==> config.mk <==
export PLATFORM = sky130hd
export DESIGN_NAME = dma_ctrl_regs
export DESIGN_NICKNAME = d
export VERILOG_FILES = /design/src/common/dma_ctrl_pkg.sv /design/src/common/chan_view_if.sv /design/src/common/chan_wr_if.sv /design/src/design/dma_channel/dma_channel.sv /design/src/design/dma_ctrl_regs.sv /design/src/design/readback_mux.sv /design/src/design/reg_decode.sv
export SDC_FILE = /design/constraint.sdc
export NUM_CORES = 1
export LEC_CHECK = 0
export BUFFER_PORTS_ARGS = -buffer_cell sky130_fd_sc_hd__buf_2
export CORE_MARGIN = 1
export CORE_UTILIZATION = 45
export DETAILED_ROUTE_END_ITERATION = 8
export HOLD_SLACK_MARGIN = 0.12
export MAX_ROUTING_LAYER = met4
export PLACE_DENSITY = 0.68
export SLEW_MARGIN = 20
export SYNTH_ARGS = -nofsm -noshare
export SYNTH_HDL_FRONTEND = slang
export SYNTH_SLANG_ARGS = --single-unit
export TNS_END_PERCENT = 10
==> constraint.sdc <==
create_clock -name clk -period 1.7 [get_ports clk]
set_input_delay 0.085 -clock clk [delete_from_list [all_inputs] [get_ports clk]]
set_output_delay 0.085 -clock clk [all_outputs]
set_load 0.005 [all_outputs]
==> src/common/dma_ctrl_pkg.sv <==
//----------------------------
// Shared definitions for the DMA control register block.
// Holds widths, the register map, the ID constants and the
// layouts of one 32-bit register word. Import it inside the
// module body, or use scoped names in port lists.
//----------------------------
`default_nettype none

package dma_ctrl_pkg;

    localparam int DATA_W     = 32;
    localparam int REG_ADDR_W = 7;   // Word index, 128 registers
    localparam int LEN_W      = 16;
    localparam int MPS_W      = 3;

    // Register map --------------
    localparam logic [REG_ADDR_W-1:0] REG_ID       = 7'd0;
    localparam logic [REG_ADDR_W-1:0] REG_CTRL     = 7'd1;
    localparam logic [REG_ADDR_W-1:0] REG_LEN      = 7'd3;
    localparam logic [REG_ADDR_W-1:0] REG_MRD_SIZE = 7'd4;
    localparam logic [REG_ADDR_W-1:0] REG_MWR_SIZE = 7'd5;
    localparam logic [REG_ADDR_W-1:0] REG_MRD_ADDR = 7'd6;
    localparam logic [REG_ADDR_W-1:0] REG_MWR_ADDR = 7'd7;
    localparam logic [REG_ADDR_W-1:0] REG_MRD_UP   = 7'd8;
    localparam logic [REG_ADDR_W-1:0] REG_MWR_UP   = 7'd9;
    localparam logic [REG_ADDR_W-1:0] REG_MRD_PERF = 7'd10;
    localparam logic [REG_ADDR_W-1:0] REG_MWR_PERF = 7'd11;

    localparam logic [7:0]       VERSION_NUMBER = 8'h16;
    localparam logic [LEN_W-1:0] MRD_LEN_DW     = 16'd32;  // Fixed read request, dwords

    // One channel's half of the control word
    typedef struct packed {
        logic [6:0] rsvd_hi;
        logic       done;     // Status only, never written
        logic       rsvd_7;
        logic       nosnoop;
        logic       relaxed;
        logic [3:0] rsvd_lo;
        logic       start;
    } chan_ctrl_t;

    typedef struct packed {
        chan_ctrl_t mrd;      // Upper half
        chan_ctrl_t mwr;      // Lower half
    } ctrl_pair_t;

    typedef struct packed {
        logic [7:0]  up_addr;
        logic [2:0]  rsvd_hi;
        logic        phant_dis;
        logic        en64;
        logic [2:0]  tc;
        logic [15:0] rsvd_lo;
    } up_fields_t;

    // Same word seen as control pair or as upper-address fields
    typedef union packed {
        logic [DATA_W-1:0] raw;
        ctrl_pair_t        ctrl;
        up_fields_t        up;
    } dma_wdata_u;

endpackage

`default_nettype wire

==> src/common/chan_view_if.sv <==
//----------------------------
// Register state of one DMA channel.
// Read by the readback mux and copied to the top-level ports.
//----------------------------
`timescale 1ns/1ps
`default_nettype none

interface chan_view_if;

    logic        start;
    logic        relaxed;
    logic        nosnoop;
    logic [31:0] size;       // Bytes
    logic [31:0] addr;
    logic [7:0]  up_addr;
    logic [2:0]  tc;
    logic        en64;
    logic        phant_dis;
    logic [31:0] perf;       // Busy cycles
    logic        done_clr;

    modport chan (
        output start, relaxed, nosnoop, size, addr, up_addr, tc,
        output en64, phant_dis, perf, done_clr
    );

    modport result (
        input start, relaxed, nosnoop, size, addr, up_addr, tc,
        input en64, phant_dis, perf, done_clr
    );

endinterface

`default_nettype wire

==> src/common/chan_wr_if.sv <==
//----------------------------
// Write path from address decode into one DMA channel.
// Strobes are single-cycle and sampled on the same edge.
//----------------------------
`timescale 1ns/1ps
`default_nettype none

interface chan_wr_if;
    import dma_ctrl_pkg::*;

    logic       wr_ctrl;     // Control word written
    logic       wr_size;
    logic       wr_addr;
    logic       wr_upaddr;
    chan_ctrl_t ctrl;        // This channel's half, reserved bits cleared
    dma_wdata_u wdata;

    modport decode (
        output wr_ctrl, wr_size, wr_addr, wr_upaddr, ctrl, wdata
    );

    modport chan (
        input wr_ctrl, wr_size, wr_addr, wr_upaddr, ctrl, wdata
    );

endinterface

`default_nettype wire

==> src/design/dma_channel/dma_channel.sv <==
//----------------------------
// One DMA channel: descriptor registers, done-clear pulse
// and busy-cycle counter. Instantiated once per direction.
//----------------------------
`timescale 1ns/1ps
`default_nettype none

module dma_channel (
    input  wire logic  clk,
    input  wire logic  rst_n,
    input  wire logic  init_rst_i,
    input  wire logic  done_i,
    chan_wr_if.chan    wr,
    chan_view_if.chan  view
);

    logic        start_q;
    logic        relaxed_q;
    logic        nosnoop_q;
    logic [31:0] size_q;
    logic [31:0] addr_q;
    logic [7:0]  up_addr_q;
    logic [2:0]  tc_q;
    logic        en64_q;
    logic        phant_dis_q;
    logic        start_prev;
    logic        done_clr_q;
    logic [31:0] perf_q;

    // Descriptor ----------------
    always_ff @(posedge clk) begin
        if (!rst_n) begin
            start_q     <= 1'b0;
            relaxed_q   <= 1'b0;
            nosnoop_q   <= 1'b0;
            size_q      <= '0;
            addr_q      <= '0;
            up_addr_q   <= '0;
            tc_q        <= '0;
            en64_q      <= 1'b0;
            phant_dis_q <= 1'b0;
        end else begin
            if (wr.wr_ctrl) begin
                start_q   <= wr.ctrl.start;
                relaxed_q <= wr.ctrl.relaxed;
                nosnoop_q <= wr.ctrl.nosnoop;
            end
            if (wr.wr_size)
                size_q <= wr.wdata.raw;
            if (wr.wr_addr)
                addr_q <= wr.wdata.raw;
            if (wr.wr_upaddr) begin
                up_addr_q   <= wr.wdata.up.up_addr;
                tc_q        <= wr.wdata.up.tc;
                en64_q      <= wr.wdata.up.en64;
                phant_dis_q <= wr.wdata.up.phant_dis;
            end
        end
    end

    // Falling start gives a one-cycle done clear
    always_ff @(posedge clk) begin
        if (!rst_n) begin
            start_prev <= 1'b0;
            done_clr_q <= 1'b0;
        end else begin
            start_prev <= start_q;
            done_clr_q <= start_prev && !start_q;
        end
    end

    // Performance counter -------
    always_ff @(posedge clk) begin
        if (!rst_n)
            perf_q <= '0;
        else if (init_rst_i || done_clr_q)
            perf_q <= '0;
        else if (start_q && !done_i)
            perf_q <= perf_q + 32'd1;   // Still busy
    end

    assign view.start     = start_q;
    assign view.relaxed   = relaxed_q;
    assign view.nosnoop   = nosnoop_q;
    assign view.size      = size_q;
    assign view.addr      = addr_q;
    assign view.up_addr   = up_addr_q;
    assign view.tc        = tc_q;
    assign view.en64      = en64_q;
    assign view.phant_dis = phant_dis_q;
    assign view.perf      = perf_q;
    assign view.done_clr  = done_clr_q;

endmodule

`default_nettype wire

==> src/design/dma_ctrl_regs.sv <==
//----------------------------
// DMA control register block of the PCIe endpoint.
// Host side is a word-addressed port with one-cycle read latency.
// Drives the descriptors of the memory-read and memory-write
// channels to the DMA engine.
//----------------------------
`timescale 1ns/1ps
`default_nettype none

module dma_ctrl_regs #(
    parameter logic [3:0] INTERFACE_TYPE = 4'h2,
    parameter logic [7:0] FPGA_FAMILY    = 8'h14
) (
    input  wire logic                               clk,
    input  wire logic                               rst_n,
    input  wire logic                               en_i,
    input  wire logic [dma_ctrl_pkg::REG_ADDR_W-1:0] a_i,
    input  wire logic                               wr_en_i,
    input  wire logic [dma_ctrl_pkg::DATA_W-1:0]    wr_d_i,
    input  wire logic [dma_ctrl_pkg::MPS_W-1:0]     cfg_prg_max_payload_size_i,
    input  wire logic                               mrd_done_i,
    input  wire logic                               mwr_done_i,
    output logic [dma_ctrl_pkg::DATA_W-1:0]         rd_d_o,
    output logic                                    init_rst_o,
    output logic [dma_ctrl_pkg::LEN_W-1:0]          mwr_len_o,
    // Memory read channel
    output logic                                    mrd_start_o,
    output logic [31:0]                             mrd_addr_o,
    output logic [31:0]                             mrd_size_o,
    output logic [7:0]                              mrd_up_addr_o,
    output logic [2:0]                              mrd_tlp_tc_o,
    output logic                                    mrd_64b_en_o,
    output logic                                    mrd_phant_func_dis1_o,
    output logic                                    mrd_relaxed_order_o,
    output logic                                    mrd_nosnoop_o,
    output logic                                    mrd_done_clr_o,
    // Memory write channel
    output logic                                    mwr_start_o,
    output logic [31:0]                             mwr_addr_o,
    output logic [31:0]                             mwr_size_o,
    output logic [7:0]                              mwr_up_addr_o,
    output logic [2:0]                              mwr_tlp_tc_o,
    output logic                                    mwr_64b_en_o,
    output logic                                    mwr_phant_func_dis1_o,
    output logic                                    mwr_relaxed_order_o,
    output logic                                    mwr_nosnoop_o,
    output logic                                    mwr_done_clr_o
);

    chan_wr_if   mrd_wr ();
    chan_wr_if   mwr_wr ();
    chan_view_if mrd_view ();
    chan_view_if mwr_view ();

    reg_decode u_decode (
        .clk                        (clk),
        .rst_n                      (rst_n),
        .en_i                       (en_i),
        .a_i                        (a_i),
        .wr_en_i                    (wr_en_i),
        .wr_d_i                     (wr_d_i),
        .cfg_prg_max_payload_size_i (cfg_prg_max_payload_size_i),
        .mrd_wr                     (mrd_wr.decode),
        .mwr_wr                     (mwr_wr.decode),
        .init_rst_o                 (init_rst_o),
        .mwr_len_o                  (mwr_len_o)
    );

    dma_channel u_mrd_chan (
        .clk        (clk),
        .rst_n      (rst_n),
        .init_rst_i (init_rst_o),
        .done_i     (mrd_done_i),
        .wr         (mrd_wr.chan),
        .view       (mrd_view.chan)
    );

    dma_channel u_mwr_chan (
        .clk        (clk),
        .rst_n      (rst_n),
        .init_rst_i (init_rst_o),
        .done_i     (mwr_done_i),
        .wr         (mwr_wr.chan),
        .view       (mwr_view.chan)
    );

    readback_mux #(
        .INTERFACE_TYPE (INTERFACE_TYPE),
        .FPGA_FAMILY    (FPGA_FAMILY)
    ) u_readback (
        .clk        (clk),
        .rst_n      (rst_n),
        .a_i        (a_i),
        .init_rst_i (init_rst_o),
        .mwr_len_i  (mwr_len_o),
        .mrd_done_i (mrd_done_i),
        .mwr_done_i (mwr_done_i),
        .mrd_view   (mrd_view.result),
        .mwr_view   (mwr_view.result),
        .rd_d_o     (rd_d_o)
    );

    // Channel state out to the DMA engine ----------
    assign mrd_start_o           = mrd_view.start;
    assign mrd_addr_o            = mrd_view.addr;
    assign mrd_size_o            = mrd_view.size;
    assign mrd_up_addr_o         = mrd_view.up_addr;
    assign mrd_tlp_tc_o          = mrd_view.tc;
    assign mrd_64b_en_o          = mrd_view.en64;
    assign mrd_phant_func_dis1_o = mrd_view.phant_dis;
    assign mrd_relaxed_order_o   = mrd_view.relaxed;
    assign mrd_nosnoop_o         = mrd_view.nosnoop;
    assign mrd_done_clr_o        = mrd_view.done_clr;

    assign mwr_start_o           = mwr_view.start;
    assign mwr_addr_o            = mwr_view.addr;
    assign mwr_size_o            = mwr_view.size;
    assign mwr_up_addr_o         = mwr_view.up_addr;
    assign mwr_tlp_tc_o          = mwr_view.tc;
    assign mwr_64b_en_o          = mwr_view.en64;
    assign mwr_phant_func_dis1_o = mwr_view.phant_dis;
    assign mwr_relaxed_order_o   = mwr_view.relaxed;
    assign mwr_nosnoop_o         = mwr_view.nosnoop;
    assign mwr_done_clr_o        = mwr_view.done_clr;

endmodule

`default_nettype wire

==> src/design/readback_mux.sv <==
//----------------------------
// Registered read data for the host port.
// rd_d_o shows the addressed register one cycle after the address,
// with the value from before any write in that same cycle.
//----------------------------
`timescale 1ns/1ps
`default_nettype none

module readback_mux #(
    parameter logic [3:0] INTERFACE_TYPE = 4'h2,
    parameter logic [7:0] FPGA_FAMILY    = 8'h14
) (
    input  wire logic                                clk,
    input  wire logic                                rst_n,
    input  wire logic [dma_ctrl_pkg::REG_ADDR_W-1:0] a_i,
    input  wire logic                                init_rst_i,
    input  wire logic [dma_ctrl_pkg::LEN_W-1:0]      mwr_len_i,
    input  wire logic                                mrd_done_i,
    input  wire logic                                mwr_done_i,
    chan_view_if.result                              mrd_view,
    chan_view_if.result                              mwr_view,
    output logic [dma_ctrl_pkg::DATA_W-1:0]          rd_d_o
);
    import dma_ctrl_pkg::*;

    dma_wdata_u rd_next;

    function automatic chan_ctrl_t ctrl_half(
        input logic start,
        input logic relaxed,
        input logic nosnoop,
        input logic done
    );
        chan_ctrl_t c;
        c         = '0;
        c.start   = start;
        c.relaxed = relaxed;
        c.nosnoop = nosnoop;
        c.done    = done;
        return c;
    endfunction

    function automatic dma_wdata_u up_word(
        input logic [7:0] up_addr,
        input logic       phant_dis,
        input logic       en64,
        input logic [2:0] tc
    );
        dma_wdata_u w;
        w              = '0;
        w.up.up_addr   = up_addr;
        w.up.phant_dis = phant_dis;
        w.up.en64      = en64;
        w.up.tc        = tc;
        return w;
    endfunction

    always_comb begin
        rd_next = '0;   // Reserved indices read zero
        case (a_i)
            REG_ID:       rd_next.raw = {FPGA_FAMILY, 4'h0, INTERFACE_TYPE,
                                         VERSION_NUMBER, 7'h0, init_rst_i};
            REG_CTRL: begin
                rd_next.ctrl.mrd = ctrl_half(mrd_view.start, mrd_view.relaxed,
                                             mrd_view.nosnoop, mrd_done_i);
                rd_next.ctrl.mwr = ctrl_half(mwr_view.start, mwr_view.relaxed,
                                             mwr_view.nosnoop, mwr_done_i);
            end
            REG_LEN:      rd_next.raw = {MRD_LEN_DW, mwr_len_i};
            REG_MRD_SIZE: rd_next.raw = mrd_view.size;
            REG_MWR_SIZE: rd_next.raw = mwr_view.size;
            REG_MRD_ADDR: rd_next.raw = mrd_view.addr;
            REG_MWR_ADDR: rd_next.raw = mwr_view.addr;
            REG_MRD_UP:   rd_next = up_word(mrd_view.up_addr, mrd_view.phant_dis,
                                            mrd_view.en64, mrd_view.tc);
            REG_MWR_UP:   rd_next = up_word(mwr_view.up_addr, mwr_view.phant_dis,
                                            mwr_view.en64, mwr_view.tc);
            REG_MRD_PERF: rd_next.raw = mrd_view.perf;
            REG_MWR_PERF: rd_next.raw = mwr_view.perf;
            default:      rd_next = '0;
        endcase
    end

    always_ff @(posedge clk) begin
        if (!rst_n)
            rd_d_o <= '0;
        else
            rd_d_o <= rd_next.raw;
    end

endmodule

`default_nettype wire

==> src/design/reg_decode.sv <==
//----------------------------
// Host write decode.
// Turns address and write enable into per-channel strobes,
// and registers the initiator reset and the write length.
//----------------------------
`timescale 1ns/1ps
`default_nettype none

module reg_decode (
    input  wire logic                                clk,
    input  wire logic                                rst_n,
    input  wire logic                                en_i,
    input  wire logic [dma_ctrl_pkg::REG_ADDR_W-1:0] a_i,
    input  wire logic                                wr_en_i,
    input  wire logic [dma_ctrl_pkg::DATA_W-1:0]     wr_d_i,
    input  wire logic [dma_ctrl_pkg::MPS_W-1:0]      cfg_prg_max_payload_size_i,
    chan_wr_if.decode                                mrd_wr,
    chan_wr_if.decode                                mwr_wr,
    output logic                                     init_rst_o,
    output logic [dma_ctrl_pkg::LEN_W-1:0]           mwr_len_o
);
    import dma_ctrl_pkg::*;

    dma_wdata_u       wd;
    logic [MPS_W-1:0] mps_code;
    logic [LEN_W-1:0] payload_bytes;

    // Keep only the writable control bits
    function automatic chan_ctrl_t clean_ctrl(input chan_ctrl_t c);
        chan_ctrl_t r;
        r         = '0;
        r.start   = c.start;
        r.relaxed = c.relaxed;
        r.nosnoop = c.nosnoop;
        return r;
    endfunction

    assign wd = dma_wdata_u'(wr_d_i);

    // Strobes -------------------
    assign mrd_wr.wr_ctrl   = wr_en_i && (a_i == REG_CTRL);
    assign mrd_wr.wr_size   = wr_en_i && (a_i == REG_MRD_SIZE);
    assign mrd_wr.wr_addr   = wr_en_i && (a_i == REG_MRD_ADDR);
    assign mrd_wr.wr_upaddr = wr_en_i && (a_i == REG_MRD_UP);
    assign mrd_wr.ctrl      = clean_ctrl(wd.ctrl.mrd);
    assign mrd_wr.wdata     = wd;

    assign mwr_wr.wr_ctrl   = wr_en_i && (a_i == REG_CTRL);
    assign mwr_wr.wr_size   = wr_en_i && (a_i == REG_MWR_SIZE);
    assign mwr_wr.wr_addr   = wr_en_i && (a_i == REG_MWR_ADDR);
    assign mwr_wr.wr_upaddr = wr_en_i && (a_i == REG_MWR_UP);
    assign mwr_wr.ctrl      = clean_ctrl(wd.ctrl.mwr);
    assign mwr_wr.wdata     = wd;

    // Codes 6 and 7 are reserved, treated as 128 bytes
    assign mps_code      = (cfg_prg_max_payload_size_i > 3'd5) ? '0 : cfg_prg_max_payload_size_i;
    assign payload_bytes = LEN_W'(128) << mps_code;

    always_ff @(posedge clk) begin
        if (!rst_n) begin
            init_rst_o <= 1'b0;
            mwr_len_o  <= '0;
        end else begin
            init_rst_o <= !en_i;
            mwr_len_o  <= payload_bytes >> 2;  // Bytes to dwords
        end
    end

endmodule

`default_nettype wire

---- Word-level counts from Yosys, hierarchy flattened ----
Cells that the tools add are included.
Widths: inputs -> output; s select.
storage, ports and cells
  register bits after elaboration ......... 277
  input bits .............................. 48
  output and inout port bits .............. 211
  word-level logic and storage cells ...... 66
operators by class
  add/sub/neg operators ................... 2
  shift operators ......................... 1
  mux-type cells .......................... 2
  bitwise logic cells ..................... 1
  $lt $le $gt $ge ......................... 1
  equality and inequality tests ........... 10
  reductions and logical operators ........ 21
operators with widths
  operator               count
  $pmux 32 s11           1
  $add 32x1->32 const B  2
  $eq 7x3->1 const B     4
  $eq 7x4->1 const B     4
  $shl 8x3->16 const A   1
  $logic_and 1x1->1      11
  $eq 7x1->1 const B     1
  $eq 7x2->1 const B     1
  $logic_not 7->1        1
  $logic_not 1->1        5
  $reduce_or 2->1        2
  $gt 3x3->1 const B     1
  $mux 3                 1
  $logic_or 1x1->1       2
  $not 1->1              1

---- Depth between registers and ports, before layout ----
  depth after elaboration ................. 3
  mapped depth ............................ 9

---- By module ----
Synthesis repeated with hierarchy kept, for this count alone.
second synthesis, totals
  cell total of the unflattened synthesis .. 1,429
  area total of the unflattened synthesis .. 13,601.8 µm²
modules (own cells, without submodules)
  module        area an instance (µm²)  times used  cells an instance
  dma_channel   4,591.9                 2           444
  readback_mux  3,291.9                 1           401
  reg_decode    1,126.1                 1           140

---- Least setup slack after synthesis ----
Ideal clock, no wire load.
  path type ............................... reg-to-reg
  start point ............................. register u_mwr_chan.start_q (netlist: u_mwr_chan.view.start)
  end point ............................... register u_mwr_chan.perf_q[29] (netlist: u_mwr_chan.view.perf[29])
  setup slack ............................. 0.077 ns
  buffers on the path ..................... 0
  required time ........................... 1.630 ns
  data arrival time ....................... 1.553 ns
  clock period less this slack ............ 1.623 ns
  cell stages (with the launch flop) ...... 6
  cells stage by stage .................... dfxtp_1 nand3b_1 nor3_2 nand3_2 or4_1 a21oi_1
between the ends
  word-level cells in the longest chain between the ends .. 1
RTL lines
  what                      RTL line           text
  start: declaration        dma_channel.sv:17  logic start_q;
  start signal: assignment  dma_channel.sv:44  start_q <= wr.ctrl.start;
  $logic_and 1x1->1         dma_channel.sv:78  else if (start_q && !done_i)
  end signal: assignment    dma_channel.sv:79  perf_q <= perf_q + 32'd1;
  end: declaration          dma_channel.sv:28  logic [31:0] perf_q;
No other way between the ends.
A chain may end at the register's enable or synchronous reset.

---- Worst setup path in the final report ----
  start point ............................. register u_mrd_chan.start_q (netlist: u_mrd_chan.view.start)
  end point ............................... register u_mrd_chan.perf_q[20] (netlist: u_mrd_chan.view.perf[20])
between the ends
  word-level cells in the longest chain between the ends .. 1
RTL lines
  what                      RTL line
  start: declaration        dma_channel.sv:17
  start signal: assignment  dma_channel.sv:44
  $logic_and 1x1->1         dma_channel.sv:78
  end signal: assignment    dma_channel.sv:79
  end: declaration          dma_channel.sv:28
No other way between the ends.

==> impl_metrics.ini <==
[synth]
synth_cell_type_count = 61
post-synth-top-area-cell = dfxtp_1
yosysWarnings = 0
synth-seq-cells = 269
synthTopCellsByArea = dfxtp_1 (45%), nand2_1 (11%), a21boi_0 (8.4%)
synth.most_common_cell = nand2_1
ys_seq_area_share_pct = 44.9
yosysTopAreaCellShare_pct = 44.9
netlist_area_mm2 = 0.0120
synth_ff_type = dfxtp_1
postSynth.asyncResetShare_pct = 0
synth_area_per_cell_um2 = 8.52
synth_enable_flop_cells = 0
synthCells = 1409
synthTopCellsByCount = nand2_1 (352), dfxtp_1 (269), a21boi_0 (135), nor2_1 (99), mux2i_1 (55)

[routing]
viasPerCell = 5.69
wire_per_inst_um = 20.6
drt_pass1_iterations = 8
drc = 8
ant_nets = 0
wl_um = 44000
drtIter0Drc = 1284
routed-via-count = 12100

[cts]
clkTransAtPathRegs_ns = 0.07
htree_levels = 1
tritoncts = built
clockBufferDepth = 3
cts_buffers = 29
clock-sinks = 269
insertion_delay_ns = 0.56
root_buffer = clkbuf_16

[global_routing]
grt_pass1_vias = 11200
grt_max_degree = 104
grt.overflow.total = 0
antenna_found_initial = 0
grtUsageMet1_pct = 44.2
grt_first_pass_wirelength_um = 65500
gr-usage-all-layers_pct = 32.6
grtUsageMet3_pct = 4.20
gr-usage-met2_pct = 49.1
grt.busiest_layer = met2

[finish]
seqCellArea_mm2 = 0.00539
n_antenna_cell = 0
syn2layout_area_growth_pct = 33.2
final_util_pct = 61.2
nets = 1826
multi_input_area_mm2 = 0.00622
n_fill_cell = 2296
drive_above_1_share_pct = 26.2
stdcell_count = 2134

[worst_setup_path]
crit_path_end_kind = flip-flop
worstSetupStartpointType = flip-flop
crit_type = reg -> reg
slowest_delay_ns = 0.42
critPathSlowestCell = nor4_1
crit_arrival_ns = 2.15
worstPathCellList = and4b_1, nand4_1, nor4_1, xnor2_1, nor2_1
critPathMaxFanout = 5
cp_data_required_time_ns = 2.12

[place]
preCtsSetupSlack_ns = -0.0475
numPortBuffers = 250
dp.final_hpwl_um = 31600
gp_congestion = 0.930
place_inst = 2026

[floorplanning]
num_io_pins = 259
rows = 59
die_w_um = 165
initial_core_util_pct = 45.9
core_mm2 = 0.0261
die_y_um = 165
die_area_mm2 = 0.0273

[power]
irDropWorstVdd_mv = 0.691
seq_power_share_pct = 45.1
cellPowerDensity_mw_per_mm2 = 878
pwr-share-comb_pct = 5.5
switchingPower_uw = 3110
power.share.clock_pct = 49.4
switching_share_pct = 22.2
power.total_uw = 14000
internal-power_uw = 10900
leakage_uw = 0.00658

[timing]
drv_slew = 0
post-route-period-util_pct = 102
max_slew.worst_pin.slew_ns = 0.831
slew_headroom_pct = 44.6
setup_ws_ns = -0.0293
rsz0062_at_grt = yes
fin_worst_skew_ns = 0.0166
min_period_ns = 1.73
fmax_mhz = 578
finalSetupViolCount = 2
holdWs_ns = 0.148
hold_violations = 0

[outcome]
status = finished, violations left
violations = design-rule violations, negative setup slack

[flow_run]
maxCapViolCount = 0

[min_path]
hp-class = in -> reg
[cell type report]
cell class	count	share of cell area, %
multi-input combinational	1041	38.9
sequential	269	33.7
timing repair buffer	432	18.0
clock buffer	40	5.36
tap	335	2.62
clock inverter	14	1.28
inverter	3	0.0704
[registers in the layout, summed over array words and instances, names as in the netlist, 3 cells and up]
signal and count:
u_decode.mwr_len_o 8, u_mrd_chan.view.addr 32, u_mrd_chan.view.perf 32, u_mrd_chan.view.size 32, u_mrd_chan.view.tc 3, u_mrd_chan.view.up_addr 8, u_mwr_chan.view.addr 32, u_mwr_chan.view.perf 32
u_mwr_chan.view.size 32, u_mwr_chan.view.tc 3, u_mwr_chan.view.up_addr 8, u_readback.rd_d_o 32
[routing by layer]
layer / share of wire (%) / vias up
li1: - / 5577
met1: 42 / 5801
met2: 46 / 640
met3: 8.7 / 123
met4: 4.1 / 0
met5: 0 / -
[power by group through the flow]
stage          clock network [uW]  logic, uW  registers (uW)
6_report                     6930        770            6330
5_1_grt                      7270        808            6330
4_1_cts                      6980        747            6340
3_5_place_dp                    0        657            6480
3_3_place_gp                    0        653            6480
2_1_floorplan                   0        332            6470
[layout by cell type (no fill, tap or decap), types with 7 or more instances in the layout]
cell and count:
clkbuf_16 29, mux2i_1 55, and3_1 16, a221oi_1 13, nand3_1 42, nand2_1 351
a222oi_1 8, buf_2 249, clkbuf_8 9, o22ai_1 16, nand4_1 23, a21boi_0 135
nor2_1 97, and4_1 7, dlygate4sd3_1 51, and2_1 16, a22o_1 7, xnor2_1 14
conb_1 10, nor3_1 8, nor2b_1 18, buf_4 121, o21ai_0 10, o2bb2ai_1 9
xor2_1 46, a21oi_1 32, a22oi_1 13, dfxtp_1 264, buf_12 11, a21boi_1 20
[final timing paths]
check | from | endpoint | slack [ns] | cells past startpoint
max reg2reg | u_mrd_chan.view.start | u_mrd_chan.view.perf[20] | -0.03 | 5
min | a_i[5] | u_readback.rd_d_o[25] | 0.15 | 5
max | u_mrd_chan.view.start | u_mrd_chan.view.perf[20] | -0.03 | 5
min reg2reg | u_mwr_chan.start_prev | u_mwr_chan.view.done_clr | 0.43 | 2
[metrics by stage]
stage	instance area [um2]	setup TNS (ns)
final	16000	-0.0354
after global routing	16000	-0.261
after CTS	15900	0
after detailed placement	14300	-0.239
after global placement	14300	0
after floorplan	12000	0
[cell families (layout without fill, tap and decap cells)]
logic type,after synthesis,after routing,synth area share [%]
flops,269,269,44.9
buf+inv,108,489,4.28
xor+xnor,60,60,4.38
fa+ha+maj,2,2,0.208
mux,61,61,5.34
other cells,1,10,0.0312
simple gates,627,627,23.7
compound gates,281,281,17.2
[worst max-delay path, delay by kind of cell (launching register included)]
kind,cells,cell delay [ns]
AND/OR/NAND/NOR,4,1.03
XOR/XNOR,1,0.16
flip-flops,1,0.41
[repair_timing]
item                       in CTS  in global routing
hold endpoints to repair      189                  0
pin swaps                       2                  9
setup endpoints to repair       7                110
gates resized for setup         5                 19
hold buffers                   51                  0
buffers inserted                0                  3
(Power assumes the default switching activity.)
